### src/hdl/riscvPkg.sv
// Shared widths, encodings and stage payloads of the RV32I pipeline core
// Only the integer subset listed in the opcode and funct3 constants is decoded
package riscvPkg;

    localparam int XLEN        = 32;
    localparam int REG_ADDR_W  = 5;
    localparam logic [XLEN-1:0] INITIAL_PC  = 32'h0040_0000;
    localparam logic [XLEN-1:0] INSTR_BYTES = 32'd4;

    // addi x0, x0, 0
    localparam logic [XLEN-1:0] NOP_INSTR = 32'h0000_0013;

    //////////////////////////////////////////////////
    // Instruction encodings
    //////////////////////////////////////////////////
    localparam logic [6:0] OP_RTYPE  = 7'b0110011;
    localparam logic [6:0] OP_ITYPE  = 7'b0010011;
    localparam logic [6:0] OP_LOAD   = 7'b0000011;
    localparam logic [6:0] OP_STORE  = 7'b0100011;
    localparam logic [6:0] OP_BRANCH = 7'b1100011;

    localparam logic [2:0] F3_ADD = 3'b000;
    localparam logic [2:0] F3_SLL = 3'b001;
    localparam logic [2:0] F3_SLT = 3'b010;
    localparam logic [2:0] F3_XOR = 3'b100;
    localparam logic [2:0] F3_SR  = 3'b101;
    localparam logic [2:0] F3_OR  = 3'b110;
    localparam logic [2:0] F3_AND = 3'b111;

    localparam logic [2:0] F3_BEQ = 3'b000;
    localparam logic [2:0] F3_BNE = 3'b001;
    localparam logic [2:0] F3_BLT = 3'b100;
    localparam logic [2:0] F3_BGE = 3'b101;

    // Selects sub and sra
    localparam logic [6:0] F7_ALT = 7'b0100000;

    typedef enum logic [3:0] {
        aluAdd,
        aluSub,
        aluAnd,
        aluOr,
        aluXor,
        aluSll,
        aluSrl,
        aluSra,
        aluSlt
    } aluOp_t;

    typedef enum logic [1:0] {
        none,
        fromMem,
        fromWb
    } fwdSel_t;

    //////////////////////////////////////////////////
    // Stage payloads
    //////////////////////////////////////////////////
    typedef struct packed {
        logic [XLEN-1:0]       pc;
        logic [REG_ADDR_W-1:0] rs1;
        logic [REG_ADDR_W-1:0] rs2;
        logic [REG_ADDR_W-1:0] rd;
        logic [XLEN-1:0]       rs1Data;
        logic [XLEN-1:0]       rs2Data;
        logic [XLEN-1:0]       imm;
        logic                  useImm;
        aluOp_t                aluOp;
        logic [2:0]            funct3;
        logic                  regWrite;
        logic                  memRead;
        logic                  memWrite;
        logic                  isBranch;
    } idExBus_t;

    typedef struct packed {
        logic [XLEN-1:0]       aluResult;
        logic [XLEN-1:0]       storeData;
        logic [REG_ADDR_W-1:0] rd;
        logic                  regWrite;
        logic                  memRead;
        logic                  memWrite;
        logic                  branchTaken;
        logic [XLEN-1:0]       branchTarget;
    } exMemBus_t;

    typedef struct packed {
        logic [XLEN-1:0]       aluResult;
        logic [REG_ADDR_W-1:0] rd;
        logic                  regWrite;
        logic                  memToReg;
    } memWbBus_t;

    typedef struct packed {
        logic [XLEN-1:0] addr;
        logic [XLEN-1:0] writeData;
        logic            read;
        logic            write;
    } dataMemReq_t;

endpackage

### src/hdl/fetchUnit.sv
// Program counter and IF/ID register
// A redirect wins over a stall; a flushed IF/ID holds a no-op
module fetchUnit import riscvPkg::*; (
    input  logic            clk,
    input  logic            rst,
    input  logic            stall,
    input  logic            flush,
    input  logic            redirect,
    input  logic [XLEN-1:0] redirectPc,
    input  logic [XLEN-1:0] instr,
    output logic [XLEN-1:0] pc,
    output logic [XLEN-1:0] ifInstr,
    output logic [XLEN-1:0] ifPc
);

    always_ff @(posedge clk) begin
        if (rst) begin
            pc <= INITIAL_PC;
        end else if (redirect) begin
            pc <= redirectPc;
        end else if (!stall) begin
            pc <= pc + INSTR_BYTES;
        end
    end

    // Squashed slot decodes as addi x0, x0, 0
    always_ff @(posedge clk) begin
        if (rst || flush) begin
            ifInstr <= NOP_INSTR;
        end else if (!stall) begin
            ifInstr <= instr;
        end
    end

    always_ff @(posedge clk) begin
        if (!stall) begin
            ifPc <= pc;
        end
    end

endmodule

### src/hdl/instrDecoder.sv
// Decode stage and ID/EX register
// Unknown opcodes decode as bubbles; unused source indices are forced to x0
module instrDecoder import riscvPkg::*; (
    input  logic                  clk,
    input  logic                  rst,
    input  logic [XLEN-1:0]       ifInstr,
    input  logic [XLEN-1:0]       ifPc,
    input  logic                  stall,
    input  logic                  flush,
    output logic [REG_ADDR_W-1:0] rs1,
    output logic [REG_ADDR_W-1:0] rs2,
    output logic                  rs1Used,
    output logic                  rs2Used,
    input  logic [XLEN-1:0]       rdData1,
    input  logic [XLEN-1:0]       rdData2,
    output idExBus_t              idEx
);

    logic [6:0] opcode;
    logic [2:0] funct3;
    logic [6:0] funct7;
    idExBus_t   decoded;

    assign opcode = ifInstr[6:0];
    assign funct3 = ifInstr[14:12];
    assign funct7 = ifInstr[31:25];

    // Source registers by format
    assign rs1Used = opcode inside {OP_RTYPE, OP_ITYPE, OP_LOAD, OP_STORE, OP_BRANCH};
    assign rs2Used = opcode inside {OP_RTYPE, OP_STORE, OP_BRANCH};
    assign rs1     = rs1Used ? ifInstr[19:15] : '0;
    assign rs2     = rs2Used ? ifInstr[24:20] : '0;

    //////////////////////////////////////////////////
    // Control fields
    //////////////////////////////////////////////////
    always_comb begin
        decoded          = '0;
        decoded.pc       = ifPc;
        decoded.rs1      = rs1;
        decoded.rs2      = rs2;
        decoded.rs1Data  = rdData1;
        decoded.rs2Data  = rdData2;
        decoded.funct3   = funct3;
        decoded.regWrite = opcode inside {OP_RTYPE, OP_ITYPE, OP_LOAD};
        decoded.memRead  = (opcode == OP_LOAD);
        decoded.memWrite = (opcode == OP_STORE);
        decoded.isBranch = (opcode == OP_BRANCH);
        decoded.useImm   = opcode inside {OP_ITYPE, OP_LOAD, OP_STORE};
        decoded.rd       = decoded.regWrite ? ifInstr[11:7] : '0;

        // Immediate by format
        case (opcode)
            OP_STORE:
                decoded.imm = {{20{ifInstr[31]}}, ifInstr[31:25], ifInstr[11:7]};
            OP_BRANCH:
                decoded.imm = {{19{ifInstr[31]}}, ifInstr[31], ifInstr[7],
                               ifInstr[30:25], ifInstr[11:8], 1'b0};
            default:
                decoded.imm = {{20{ifInstr[31]}}, ifInstr[31:20]};
        endcase

        // Loads, stores and branches use add
        decoded.aluOp = aluAdd;
        if (opcode == OP_RTYPE || opcode == OP_ITYPE) begin
            case (funct3)
                F3_ADD: begin
                    if (opcode == OP_RTYPE && funct7 == F7_ALT) begin
                        decoded.aluOp = aluSub;
                    end
                end
                F3_SLL: decoded.aluOp = aluSll;
                F3_SLT: decoded.aluOp = aluSlt;
                F3_XOR: decoded.aluOp = aluXor;
                F3_SR:  decoded.aluOp = (funct7 == F7_ALT) ? aluSra : aluSrl;
                F3_OR:  decoded.aluOp = aluOr;
                F3_AND: decoded.aluOp = aluAnd;
                default: decoded.aluOp = aluAdd;
            endcase
        end
    end

    //////////////////////////////////////////////////
    // ID/EX register
    //////////////////////////////////////////////////
    always_ff @(posedge clk) begin
        idEx <= decoded;
        // Bubble on stall or flush
        if (rst || stall || flush) begin
            idEx.regWrite <= 1'b0;
            idEx.memRead  <= 1'b0;
            idEx.memWrite <= 1'b0;
            idEx.isBranch <= 1'b0;
        end
    end

endmodule

### src/hdl/regFile.sv
// 32 x XLEN register file, two read ports, one write port
// Reads see a same-cycle write; x0 always reads zero
module regFile import riscvPkg::*; (
    input  logic                  clk,
    input  logic [REG_ADDR_W-1:0] rs1,
    input  logic [REG_ADDR_W-1:0] rs2,
    output logic [XLEN-1:0]       rdData1,
    output logic [XLEN-1:0]       rdData2,
    input  memWbBus_t             wb,
    input  logic [XLEN-1:0]       wbData
);

    logic [XLEN-1:0] regs [2**REG_ADDR_W];
    logic            writeEn;

    assign writeEn = wb.regWrite && (wb.rd != '0);

    always_ff @(posedge clk) begin
        if (writeEn) begin
            regs[wb.rd] <= wbData;
        end
    end

    // Write-first bypass
    always_comb begin
        rdData1 = (rs1 == '0) ? '0 : (writeEn && wb.rd == rs1) ? wbData : regs[rs1];
        rdData2 = (rs2 == '0) ? '0 : (writeEn && wb.rd == rs2) ? wbData : regs[rs2];
    end

endmodule

### src/hdl/hazardControl.sv
// Stall, flush and forwarding-select decisions for the whole pipeline
// Forwarding selects refer to the instruction currently in EX
module hazardControl import riscvPkg::*; (
    input  logic [REG_ADDR_W-1:0] rs1,
    input  logic [REG_ADDR_W-1:0] rs2,
    input  logic                  rs1Used,
    input  logic                  rs2Used,
    input  idExBus_t              idEx,
    input  exMemBus_t             exMem,
    input  memWbBus_t             memWb,
    input  logic                  redirect,
    output logic                  stall,
    output logic                  flush,
    output logic                  iMemRead,
    output fwdSel_t               fwdA,
    output fwdSel_t               fwdB
);

    logic loadUse;

    // Youngest writer wins; a load is only taken from WB
    function automatic fwdSel_t pickSource(logic [REG_ADDR_W-1:0] src,
                                           exMemBus_t mem, memWbBus_t wb);
        fwdSel_t sel;
        sel = none;
        if (src != '0) begin
            if (mem.regWrite && !mem.memRead && mem.rd == src) begin
                sel = fromMem;
            end else if (wb.regWrite && wb.rd == src) begin
                sel = fromWb;
            end
        end
        return sel;
    endfunction

    // Load in EX feeding the instruction in ID
    assign loadUse = idEx.memRead && (idEx.rd != '0) &&
                     ((rs1Used && rs1 == idEx.rd) || (rs2Used && rs2 == idEx.rd));

    // Flush overrides stall
    assign flush    = redirect;
    assign stall    = loadUse && !redirect;
    assign iMemRead = !stall;

    assign fwdA = pickSource(idEx.rs1, exMem, memWb);
    assign fwdB = pickSource(idEx.rs2, exMem, memWb);

endmodule

### src/hdl/executeUnit.sv
// Execute stage: forwarding muxes, ALU, branch decision and EX/MEM register
// Branch compares are direct signed or equality compares on the forwarded operands
module executeUnit import riscvPkg::*; (
    input  logic            clk,
    input  logic            rst,
    input  idExBus_t        idEx,
    input  fwdSel_t         fwdA,
    input  fwdSel_t         fwdB,
    input  logic [XLEN-1:0] memResult,
    input  logic [XLEN-1:0] wbData,
    input  logic            flush,
    output exMemBus_t       exMem
);

    logic [XLEN-1:0] opA;
    logic [XLEN-1:0] opB;
    logic [XLEN-1:0] aluB;
    logic [XLEN-1:0] aluResult;
    logic            condMet;

    function automatic logic [XLEN-1:0] fwdMux(fwdSel_t sel, logic [XLEN-1:0] regVal,
                                               logic [XLEN-1:0] memVal,
                                               logic [XLEN-1:0] wbVal);
        case (sel)
            fromMem: return memVal;
            fromWb:  return wbVal;
            default: return regVal;
        endcase
    endfunction

    assign opA  = fwdMux(fwdA, idEx.rs1Data, memResult, wbData);
    assign opB  = fwdMux(fwdB, idEx.rs2Data, memResult, wbData);
    assign aluB = idEx.useImm ? idEx.imm : opB;

    //////////////////////////////////////////////////
    // ALU
    //////////////////////////////////////////////////
    always_comb begin
        case (idEx.aluOp)
            aluSub:  aluResult = opA - aluB;
            aluAnd:  aluResult = opA & aluB;
            aluOr:   aluResult = opA | aluB;
            aluXor:  aluResult = opA ^ aluB;
            aluSll:  aluResult = opA << aluB[4:0];
            aluSrl:  aluResult = opA >> aluB[4:0];
            aluSra:  aluResult = $unsigned($signed(opA) >>> aluB[4:0]);
            aluSlt:  aluResult = {{(XLEN-1){1'b0}}, $signed(opA) < $signed(aluB)};
            default: aluResult = opA + aluB;
        endcase
    end

    // Branch condition
    always_comb begin
        case (idEx.funct3)
            F3_BEQ:  condMet = (opA == opB);
            F3_BNE:  condMet = (opA != opB);
            F3_BLT:  condMet = ($signed(opA) < $signed(opB));
            F3_BGE:  condMet = ($signed(opA) >= $signed(opB));
            default: condMet = 1'b0;
        endcase
    end

    //////////////////////////////////////////////////
    // EX/MEM register
    //////////////////////////////////////////////////
    always_ff @(posedge clk) begin
        exMem.aluResult    <= aluResult;
        exMem.storeData    <= opB;
        exMem.rd           <= idEx.rd;
        exMem.branchTarget <= idEx.pc + idEx.imm;
        if (rst || flush) begin
            exMem.regWrite    <= 1'b0;
            exMem.memRead     <= 1'b0;
            exMem.memWrite    <= 1'b0;
            exMem.branchTaken <= 1'b0;
        end else begin
            exMem.regWrite    <= idEx.regWrite;
            exMem.memRead     <= idEx.memRead;
            exMem.memWrite    <= idEx.memWrite;
            exMem.branchTaken <= idEx.isBranch && condMet;
        end
    end

endmodule

### src/hdl/memWriteback.sv
// Memory stage request, branch redirect, MEM/WB register and writeback mux
// Load data is expected on dReadData in the cycle after the read strobe
module memWriteback import riscvPkg::*; (
    input  logic            clk,
    input  logic            rst,
    input  exMemBus_t       exMem,
    input  logic [XLEN-1:0] dReadData,
    output dataMemReq_t     dataReq,
    output logic            redirect,
    output logic [XLEN-1:0] redirectPc,
    output memWbBus_t       memWb,
    output logic [XLEN-1:0] wbData
);

    // Word access only
    always_comb begin
        dataReq.addr      = exMem.aluResult;
        dataReq.writeData = exMem.storeData;
        dataReq.read      = exMem.memRead;
        dataReq.write     = exMem.memWrite;
    end

    assign redirect   = exMem.branchTaken;
    assign redirectPc = exMem.branchTarget;

    always_ff @(posedge clk) begin
        memWb.aluResult <= exMem.aluResult;
        memWb.rd        <= exMem.rd;
        if (rst) begin
            memWb.regWrite <= 1'b0;
            memWb.memToReg <= 1'b0;
        end else begin
            memWb.regWrite <= exMem.regWrite;
            memWb.memToReg <= exMem.memRead;
        end
    end

    assign wbData = memWb.memToReg ? dReadData : memWb.aluResult;

endmodule

### src/hdl/riscvCore.sv
// Five-stage RV32I subset core with forwarding, load-use stall and branch flush
// Instruction memory must answer combinationally, data memory one cycle after read
// Memories are assumed always ready
module riscvCore import riscvPkg::*; (
    input  logic            clk,
    input  logic            rst,
    input  logic [XLEN-1:0] instr,
    input  logic [XLEN-1:0] dReadData,
    output logic [XLEN-1:0] pc,
    output logic            iMemRead,
    output dataMemReq_t     dataReq
);

    logic [XLEN-1:0]       ifInstr;
    logic [XLEN-1:0]       ifPc;
    logic [REG_ADDR_W-1:0] rs1;
    logic [REG_ADDR_W-1:0] rs2;
    logic                  rs1Used;
    logic                  rs2Used;
    logic [XLEN-1:0]       rdData1;
    logic [XLEN-1:0]       rdData2;
    idExBus_t              idEx;
    exMemBus_t             exMem;
    memWbBus_t             memWb;
    logic [XLEN-1:0]       wbData;
    logic                  stall;
    logic                  flush;
    logic                  redirect;
    logic [XLEN-1:0]       redirectPc;
    fwdSel_t               fwdA;
    fwdSel_t               fwdB;

    fetchUnit u_fetch (
        .clk       (clk),
        .rst       (rst),
        .stall     (stall),
        .flush     (flush),
        .redirect  (redirect),
        .redirectPc(redirectPc),
        .instr     (instr),
        .pc        (pc),
        .ifInstr   (ifInstr),
        .ifPc      (ifPc)
    );

    instrDecoder u_decode (
        .clk    (clk),
        .rst    (rst),
        .ifInstr(ifInstr),
        .ifPc   (ifPc),
        .stall  (stall),
        .flush  (flush),
        .rs1    (rs1),
        .rs2    (rs2),
        .rs1Used(rs1Used),
        .rs2Used(rs2Used),
        .rdData1(rdData1),
        .rdData2(rdData2),
        .idEx   (idEx)
    );

    regFile u_regs (
        .clk    (clk),
        .rs1    (rs1),
        .rs2    (rs2),
        .rdData1(rdData1),
        .rdData2(rdData2),
        .wb     (memWb),
        .wbData (wbData)
    );

    hazardControl u_hazard (
        .rs1     (rs1),
        .rs2     (rs2),
        .rs1Used (rs1Used),
        .rs2Used (rs2Used),
        .idEx    (idEx),
        .exMem   (exMem),
        .memWb   (memWb),
        .redirect(redirect),
        .stall   (stall),
        .flush   (flush),
        .iMemRead(iMemRead),
        .fwdA    (fwdA),
        .fwdB    (fwdB)
    );

    executeUnit u_execute (
        .clk      (clk),
        .rst      (rst),
        .idEx     (idEx),
        .fwdA     (fwdA),
        .fwdB     (fwdB),
        .memResult(exMem.aluResult),
        .wbData   (wbData),
        .flush    (flush),
        .exMem    (exMem)
    );

    memWriteback u_memWb (
        .clk       (clk),
        .rst       (rst),
        .exMem     (exMem),
        .dReadData (dReadData),
        .dataReq   (dataReq),
        .redirect  (redirect),
        .redirectPc(redirectPc),
        .memWb     (memWb),
        .wbData    (wbData)
    );

endmodule

### config.mk
export PLATFORM = sky130hd
export DESIGN_NAME = riscvCore
export DESIGN_NICKNAME = d
export VERILOG_FILES = /design/src/hdl/riscvPkg.sv /design/src/hdl/fetchUnit.sv /design/src/hdl/instrDecoder.sv /design/src/hdl/regFile.sv /design/src/hdl/hazardControl.sv /design/src/hdl/executeUnit.sv /design/src/hdl/memWriteback.sv /design/src/hdl/riscvCore.sv
export SDC_FILE = /design/constraint.sdc
export NUM_CORES = 2
export LEC_CHECK = 0
export BUFFER_PORTS_ARGS = -buffer_cell sky130_fd_sc_hd__buf_2
export CAP_MARGIN = 20
export CORE_MARGIN = 8
export CORE_UTILIZATION = 55
export CTS_CLUSTER_DIAMETER = 80
export DETAILED_ROUTE_END_ITERATION = 16
export MAX_ROUTING_LAYER = met4
export PLACE_DENSITY = 0.74
export SLEW_MARGIN = 20
export SYNTH_ARGS = -nofsm -noshare
export SYNTH_HDL_FRONTEND = slang
export SYNTH_SLANG_ARGS = --single-unit
### constraint.sdc
create_clock -name clk -period 6.22 [get_ports clk]
set_input_delay 0.622 -clock clk [delete_from_list [all_inputs] [get_ports clk]]
set_output_delay 0.622 -clock clk [all_outputs]
set_load 0.03 [all_outputs]
-- Word level (Yosys, flattened, before mapping)
Memories as Yosys holds them, arrays and structs flattened. A register that Yosys moved wholly into a read port is not among the register bits.
Index checks and enable logic that the tools add are counted.
- flip-flop bits (word level): 312
- output and inout bits: 99
- word-level logic and storage cells: 132
- memory bits (writable): 1024
- memories: 1
- input bits: 66
- add/sub/neg operators: 4
- shift operators: 3
- bitwise logic cells: 3
- reduce and logical (&&, ||, !) cells: 33
- mux-type cells: 22
- magnitude comparators: 3
- eq/ne operators: 36
- memory list (name ; words ; width ; read ports ; clocked after memory_dff ; write ports ; RTL line ; RTL):
    u_regs.regs ; 32 ; 32 ; 2 ; 2 ; 1 ; regFile.sv:13 ; logic [XLEN-1:0] regs [2**REG_ADDR_W];
- operators with widths (operator ; count):
    32-bit case mux with 8 select lines ; 1
    32-bit 2-to-1 mux ; 4
    32-bit case mux with 2 select lines ; 2
    32-bit adder ; 2
    32-bit < comparator ; 2
    32-bit by 3-bit adder with 32-bit output, second input constant ; 1
    32-bit bitwise AND ; 1
    32-bit == test ; 1
    32-bit greater-or-equal comparator ; 1
    32-bit != test ; 1
    32-bit OR ; 1
    32-bit by 5-bit << shifter with 32-bit output ; 1
    32-bit by 5-bit >> shifter with 32-bit output ; 1
    32-bit by 5-bit >>> shifter with 32-bit output ; 1
    32-bit subtractor ; 1
    32-bit bitwise XOR ; 1
    5-bit == test ; 6
    4-bit case mux with 7 select lines ; 1
    5-bit nonzero test ; 5
    12-bit case mux with 2 select lines ; 1
    7-bit by 6-bit == test with 1-bit output, second input constant ; 3
    3-bit == test, second input constant ; 6
    4-bit by 3-bit == test with 1-bit output, second input constant ; 4
    1-bit logical AND ; 13
    20 further kinds ; 43

-- Logic depth before layout (Yosys ltp)
- depth in word-level cells: 10
- depth in mapped cells: 25
- mapped depth without buffers: 22

-- Modules after synthesis
Synthesis repeated with hierarchy kept, for this count alone.
- cell total of the unflattened synthesis: 5507
- area total of the unflattened synthesis: 72738.5 µm²
- by module, submodules not included (module ; sequential area each (µm²) ; instances ; cells an instance ; area each (µm²)):
    regFile ; 30749.5 ; 1 ; 2598 ; 48067.4
    executeUnit ; 2102.0 ; 1 ; 2062 ; 14767.9
    fetchUnit ; 2242.2 ; 1 ; 392 ; 4066.4
    instrDecoder ; 2722.6 ; 1 ; 222 ; 3333.2
    memWriteback ; 780.7 ; 1 ; 176 ; 2080.7
    hazardControl ; 0.0 ; 1 ; 57 ; 422.9

-- Least setup slack after synthesis
No wires, ideal clock.
- path kind: register to register
- from: register u_memWb.memWb[6] (netlist name)
- to: register u_execute.exMem[101] (netlist name)
- arrival time: 5.904 ns
- required time: 6.098 ns
- path slack: 0.194 ns
- setup time: 0.122 ns
- buffers on the path: 6
- cell stages (with the launch flop): 24
- clock period less this slack: 6.026 ns
- cells stage by stage: dfxtp_1 > buf_1 > xnor2_1 > nand3_1 > a2111oi_0 > ha_1 > clkbuf_1 > nor2_1 > a31o_2 > clkbuf_1 > buf_2 > buf_2 > ha_1 > buf_2 > a211oi_1 > o21ai_0 > a21o_1 > a41o_1 > a221oi_2 > o21ai_1 > a221oi_1 > xnor2_1 > nor2_1 > o32a_1
- word-level cells in the longest chain between the ends: 10
- elaborated cells between the ends (all ways): 26
- those cells by class: add/sub (2); eq/ne (6); shift (3); mux (10); bitwise (3); reduce/logical (2)
- ends and longest elaborated chain (what ; RTL line ; RTL):
    5-bit == test ; hazardControl.sv:29 ; end else if (wb.regWrite && wb.rd == src) begin
    1-bit logical AND ; hazardControl.sv:29 ;
    2-bit 2-to-1 mux ; hazardControl.sv:29 ;
    2-bit 2-to-1 mux ; hazardControl.sv:27 ; if (mem.regWrite && !mem.memRead && mem.rd == src) begin
    2-bit 2-to-1 mux ; hazardControl.sv:26 ; if (src != '0) begin
    2-bit == test / 2-bit by 1-bit == test with 1-bit output (equally long branches) ; executeUnit.sv:24 ; case (sel)
    32-bit case mux with 2 select lines ; executeUnit.sv:24 ;
    32-bit 2-to-1 mux ; executeUnit.sv:33 ; assign aluB = idEx.useImm ? idEx.imm : opB;
    32-bit adder, or another cell as far along ; executeUnit.sv:48 ; default: aluResult = opA + aluB;
    32-bit case mux with 8 select lines (*) ; executeUnit.sv:39 ; case (idEx.aluOp)
    net u_execute.aluResult[28] ; executeUnit.sv:18 ; logic [XLEN-1:0] aluResult;
Mark *: on every way through the listed nets, which the timed path passes. The rest lies on a longest branch.
A chain may end at the register's enable or synchronous reset.

-- Final worst setup path
- from: register u_memWb.memWb[2] (netlist name)
- to: register u_execute.exMem[100] (netlist name)
- word-level cells in the longest chain between the ends: 10
- elaborated cells between the ends (all ways): 26
- those cells by class: add/sub (2); eq/ne (6); shift (3); mux (10); bitwise (3); reduce/logical (2)
- ends and longest elaborated chain (what ; RTL line):
    5-bit == test ; hazardControl.sv:29
    1-bit logical AND ; hazardControl.sv:29
    2-bit 2-to-1 mux ; hazardControl.sv:29
    2-bit 2-to-1 mux ; hazardControl.sv:27
    2-bit 2-to-1 mux ; hazardControl.sv:26
    2-bit == test / 2-bit by 1-bit == test with 1-bit output (equally long branches) ; executeUnit.sv:24
    32-bit case mux with 2 select lines ; executeUnit.sv:24
    32-bit 2-to-1 mux ; executeUnit.sv:33
    32-bit adder, or another cell as far along ; executeUnit.sv:48
    32-bit case mux with 8 select lines (*) ; executeUnit.sv:39
    net u_execute.aluResult[27] ; executeUnit.sv:18
Marks and branches as above.

==> out/metrics.cfg <==
[synth]
synth.top_cell.area_share_pct=43.3
syn-cell-area_um2=73200
synth_edf_count=1056
synth_cell_types=87
synth_top_flop_cell=edfxtp_1
avgSynthCellArea_um2=10.3
yosysWarningCount=0
yosys.area.top_type=edfxtp_1
synth-seq-cells=1400
netlist_instances=7079
synthTopCellsByArea=edfxtp_1 43%, dfxtp_1 9.4%, nand2_1 5.5%, mux2i_1 5.1%, a21oi_1 3.7%
yosysSeqAreaShare_pct=52.7
synthArstFlopShare_pct=0

[global_route]
antenna_found_initial=18
grt_max_degree=139
grt-ovfl-total=0
grt_pass1_wl_mm=400
grt_pass1_vias=60200
track_usage_pct=37.6

[run_status]
run_status=finished clean

[min_path]
hold_end=u_fetch.ifInstr[4]
hp-start=instr[4]
min_path_type=input port to flop
hold-path-cell-count=3

[sta]
setup_viol=0
finalClockSkew_ns=0.0412
rsz0062_at_grt=false
fin_tns_setup_ns=0
drv_slew=0
clock.fmax_mhz=171
fin_crit_ns=5.86
maxSlewHeadroom_pct=15.5
worstMarginPinSlew_ns=1.26
hold_viol=0
final.period_utilization_pct=94.1

[setup_path]
critPathCaptureType=flop
regToRegStartpoint=u_memWb.memWb[2]
rr_endpoint=u_execute.exMem[100]
worstPathRequired_ns=6.86
arrival_ns=6.50
startpoint_type=flop
reg2reg_depth=23
path_class=flop to flop
r2r_slack_ns=0.36
crit_fanout=31

[placement]
dpl.hpwl_mm=170
finalWeightedCongestion=1.00
io_buffer_count=164

[cts]
cts_buffer_depth=3
numCtsBuffers=155
clock_sinks=1400
h-tree-depth=4
cts.reportedPaths.clkPinSlew_ns=0.06
cts_tree=done
clock_latency_ns=0.81
clockRootBuffer=clkbuf_16

[power_and_ir_drop]
ir_worst_vdd_uv=311
p_total_w=0.0238
p_per_area_nw_per_um2=293
p_leak_nw=28.8

[finish]
n_fill_cell=10700
nNetsFinal=7265
syn_to_final_growth_pct=11.0
layout_common_cells=1,068 x nand2_1, 1,056 x edfxtp_1, 535 x a21oi_1
drive_gt1_share_pct=11.7
final_common_cell=nand2_1

[drt]
routed_wl_mm=279
vias=62800
drt-initial-drc-count=9705
first_pass_iters=9
drc=0
wire_per_inst_um=31.2
detail-route-antenna-nets=0
viasPerCell=7.03

[job]
drv_cap=0

[floorplan]
dieArea_um2=145000
die_h_um=381
start_util_pct=55.1
die_w_um=381
core.rowCount=134
core-area_um2=133000
io_pins=165

-- critical path, cell delays in order, from the launching register on --
cell and delay [ns]:
dfxtp_1 0.57, xnor2_1 0.17, nand3_1 0.12, a2111oi_0 0.37
buf_4 0.20, inv_1 0.04, ha_1 0.21, buf_4 0.25
a22oi_1 0.23, nor2_1 0.06, a21oi_1 0.24, o21ai_0 0.18
ha_1 0.35, nor4b_2 0.39, nor3b_1 0.43, nand3_1 0.13
a21oi_1 0.49, o22ai_1 0.21, buf_4 0.19, o31a_1 0.28
o21ai_0 0.18, a211oi_1 0.10, o31ai_1 0.22, nand3_1 0.10
-- metrics by stage --
stage               area (um2)  hold WS [ns]  std cells  util (%)  setup slack (ns)
finish                   81200        0.0419       8932      61.2             0.364
global route             81200        0.0323       8931      61.2           0.00792
CTS                      81100       0.00506       8919      61.1             0.264
detailed placement       76000         0.327       8637      57.2             0.322
global placement         75900         0.324       8636      57.2             0.347
floorplan                73300         0.323       7110         -             0.194
-- synthesized netlist by cell type (all sizes together), types with 9 or more instances --
master	instances
inv	179
xnor2	64
and2	13
nor3	46
nand4	23
o31ai	16
mux2	120
mux2i	371
o311ai	59
o21ai	390
o211ai	30
a21o	40
o221ai	115
nand2	1076
clkbuf	454
a311oi	131
dfxtp	344
nand3	131
o21a	29
edfxtp	1056
a31oi	115
a32oi	60
or2	9
or3	20
a211oi	308
and3	22
buf	170
nor2b	220
a22oi	59
o2bb2ai	15
ha	166
a221oi	52
nor2	321
nor4	10
nand2b	29
o21bai	22
xor2	38
a21oi	536
a221o	48
o22ai	52
-- what timing repair did --
action / 4_1_cts / 5_1_grt
endpoints found under the setup margin: 0 / 6
setup buffers: 0 / 0
hold endpoints to repair: 2 / 0
hold buffers: 2 / 0
gates resized for setup: 0 / 3
-- logic make-up after synthesis --
group / after synthesis / share of synthesized area [%]
AND/OR/NAND/NOR: 1956 / 11.7
adder cells (fa/ha/maj): 169 / 2.92
flip-flops: 1400 / 52.7
multiplexers: 491 / 6.95
AO/OA/AOI/OAI: 2152 / 19.8
buffers and inverters: 808 / 4.65
other: 1 / 0.00512
XOR/XNOR: 102 / 1.22
-- layout make-up --
type / instances / area, um2 / area share, %
multi-input cells: 4902 / 31700 / 39.0
repair buffers: 387 / 2800 / 3.45
clock inverters: 64 / 756 / 0.930
well taps: 1768 / 2210 / 2.72
inverters: 184 / 722 / 0.889
diodes: 11 / 27.5 / 0.0339
flip-flops and latches: 1400 / 38600 / 47.5
clock buffers: 216 / 4380 / 5.39
-- report_power, final --
group / switching, W / total [W] / internal [W]
registers: 0.000251 / 0.0109 / 0.0107
logic: 0.00254 / 0.00357 / 0.00103
clock network: 0.00393 / 0.00927 / 0.00534
-- worst max path at each step --
stage / cells past startpoint / slack [ns] / endpoint / start
after CTS: 20 / 0.26 / u_execute.exMem[101] / u_memWb.memWb[4]
final: 23 / 0.36 / u_execute.exMem[100] / u_memWb.memWb[2]
after detailed placement: 20 / 0.32 / u_execute.exMem[101] / u_memWb.memWb[4]
after floorplan: 23 / 0.19 / u_execute.exMem[101] / u_memWb.memWb[6]
after global routing: 24 / 0.008 / u_execute.exMem[102] / u_memWb.memWb[2]
after global placement: 20 / 0.35 / u_execute.exMem[101] / u_memWb.memWb[4]
-- flip-flops by register name, indices dropped and copies added (netlist names) --
| name | flops |
|---|---|
| u_memWb.memWb | 39 |
| u_fetch.ifPc | 32 |
| u_fetch.ifInstr | 32 |
| u_fetch.pc | 32 |
| u_execute.exMem | 105 |
| u_regs.regs | 1024 |
| u_decode.idEx | 136 |
-- metal layers --
| metal | up-vias | GRT usage (%) | share of wire, % |
|---|---|---|---|
| met3 | 1271 | 9.93 | 13 |
| li1 | 26500 | - | - |
| met2 | 4876 | 55.9 | 44 |
| met5 | - | - | 0 |
| met1 | 30200 | 45.1 | 35 |
| met4 | 0 | 24.6 | 7.7 |
Power figures use the tool's default switching activity.
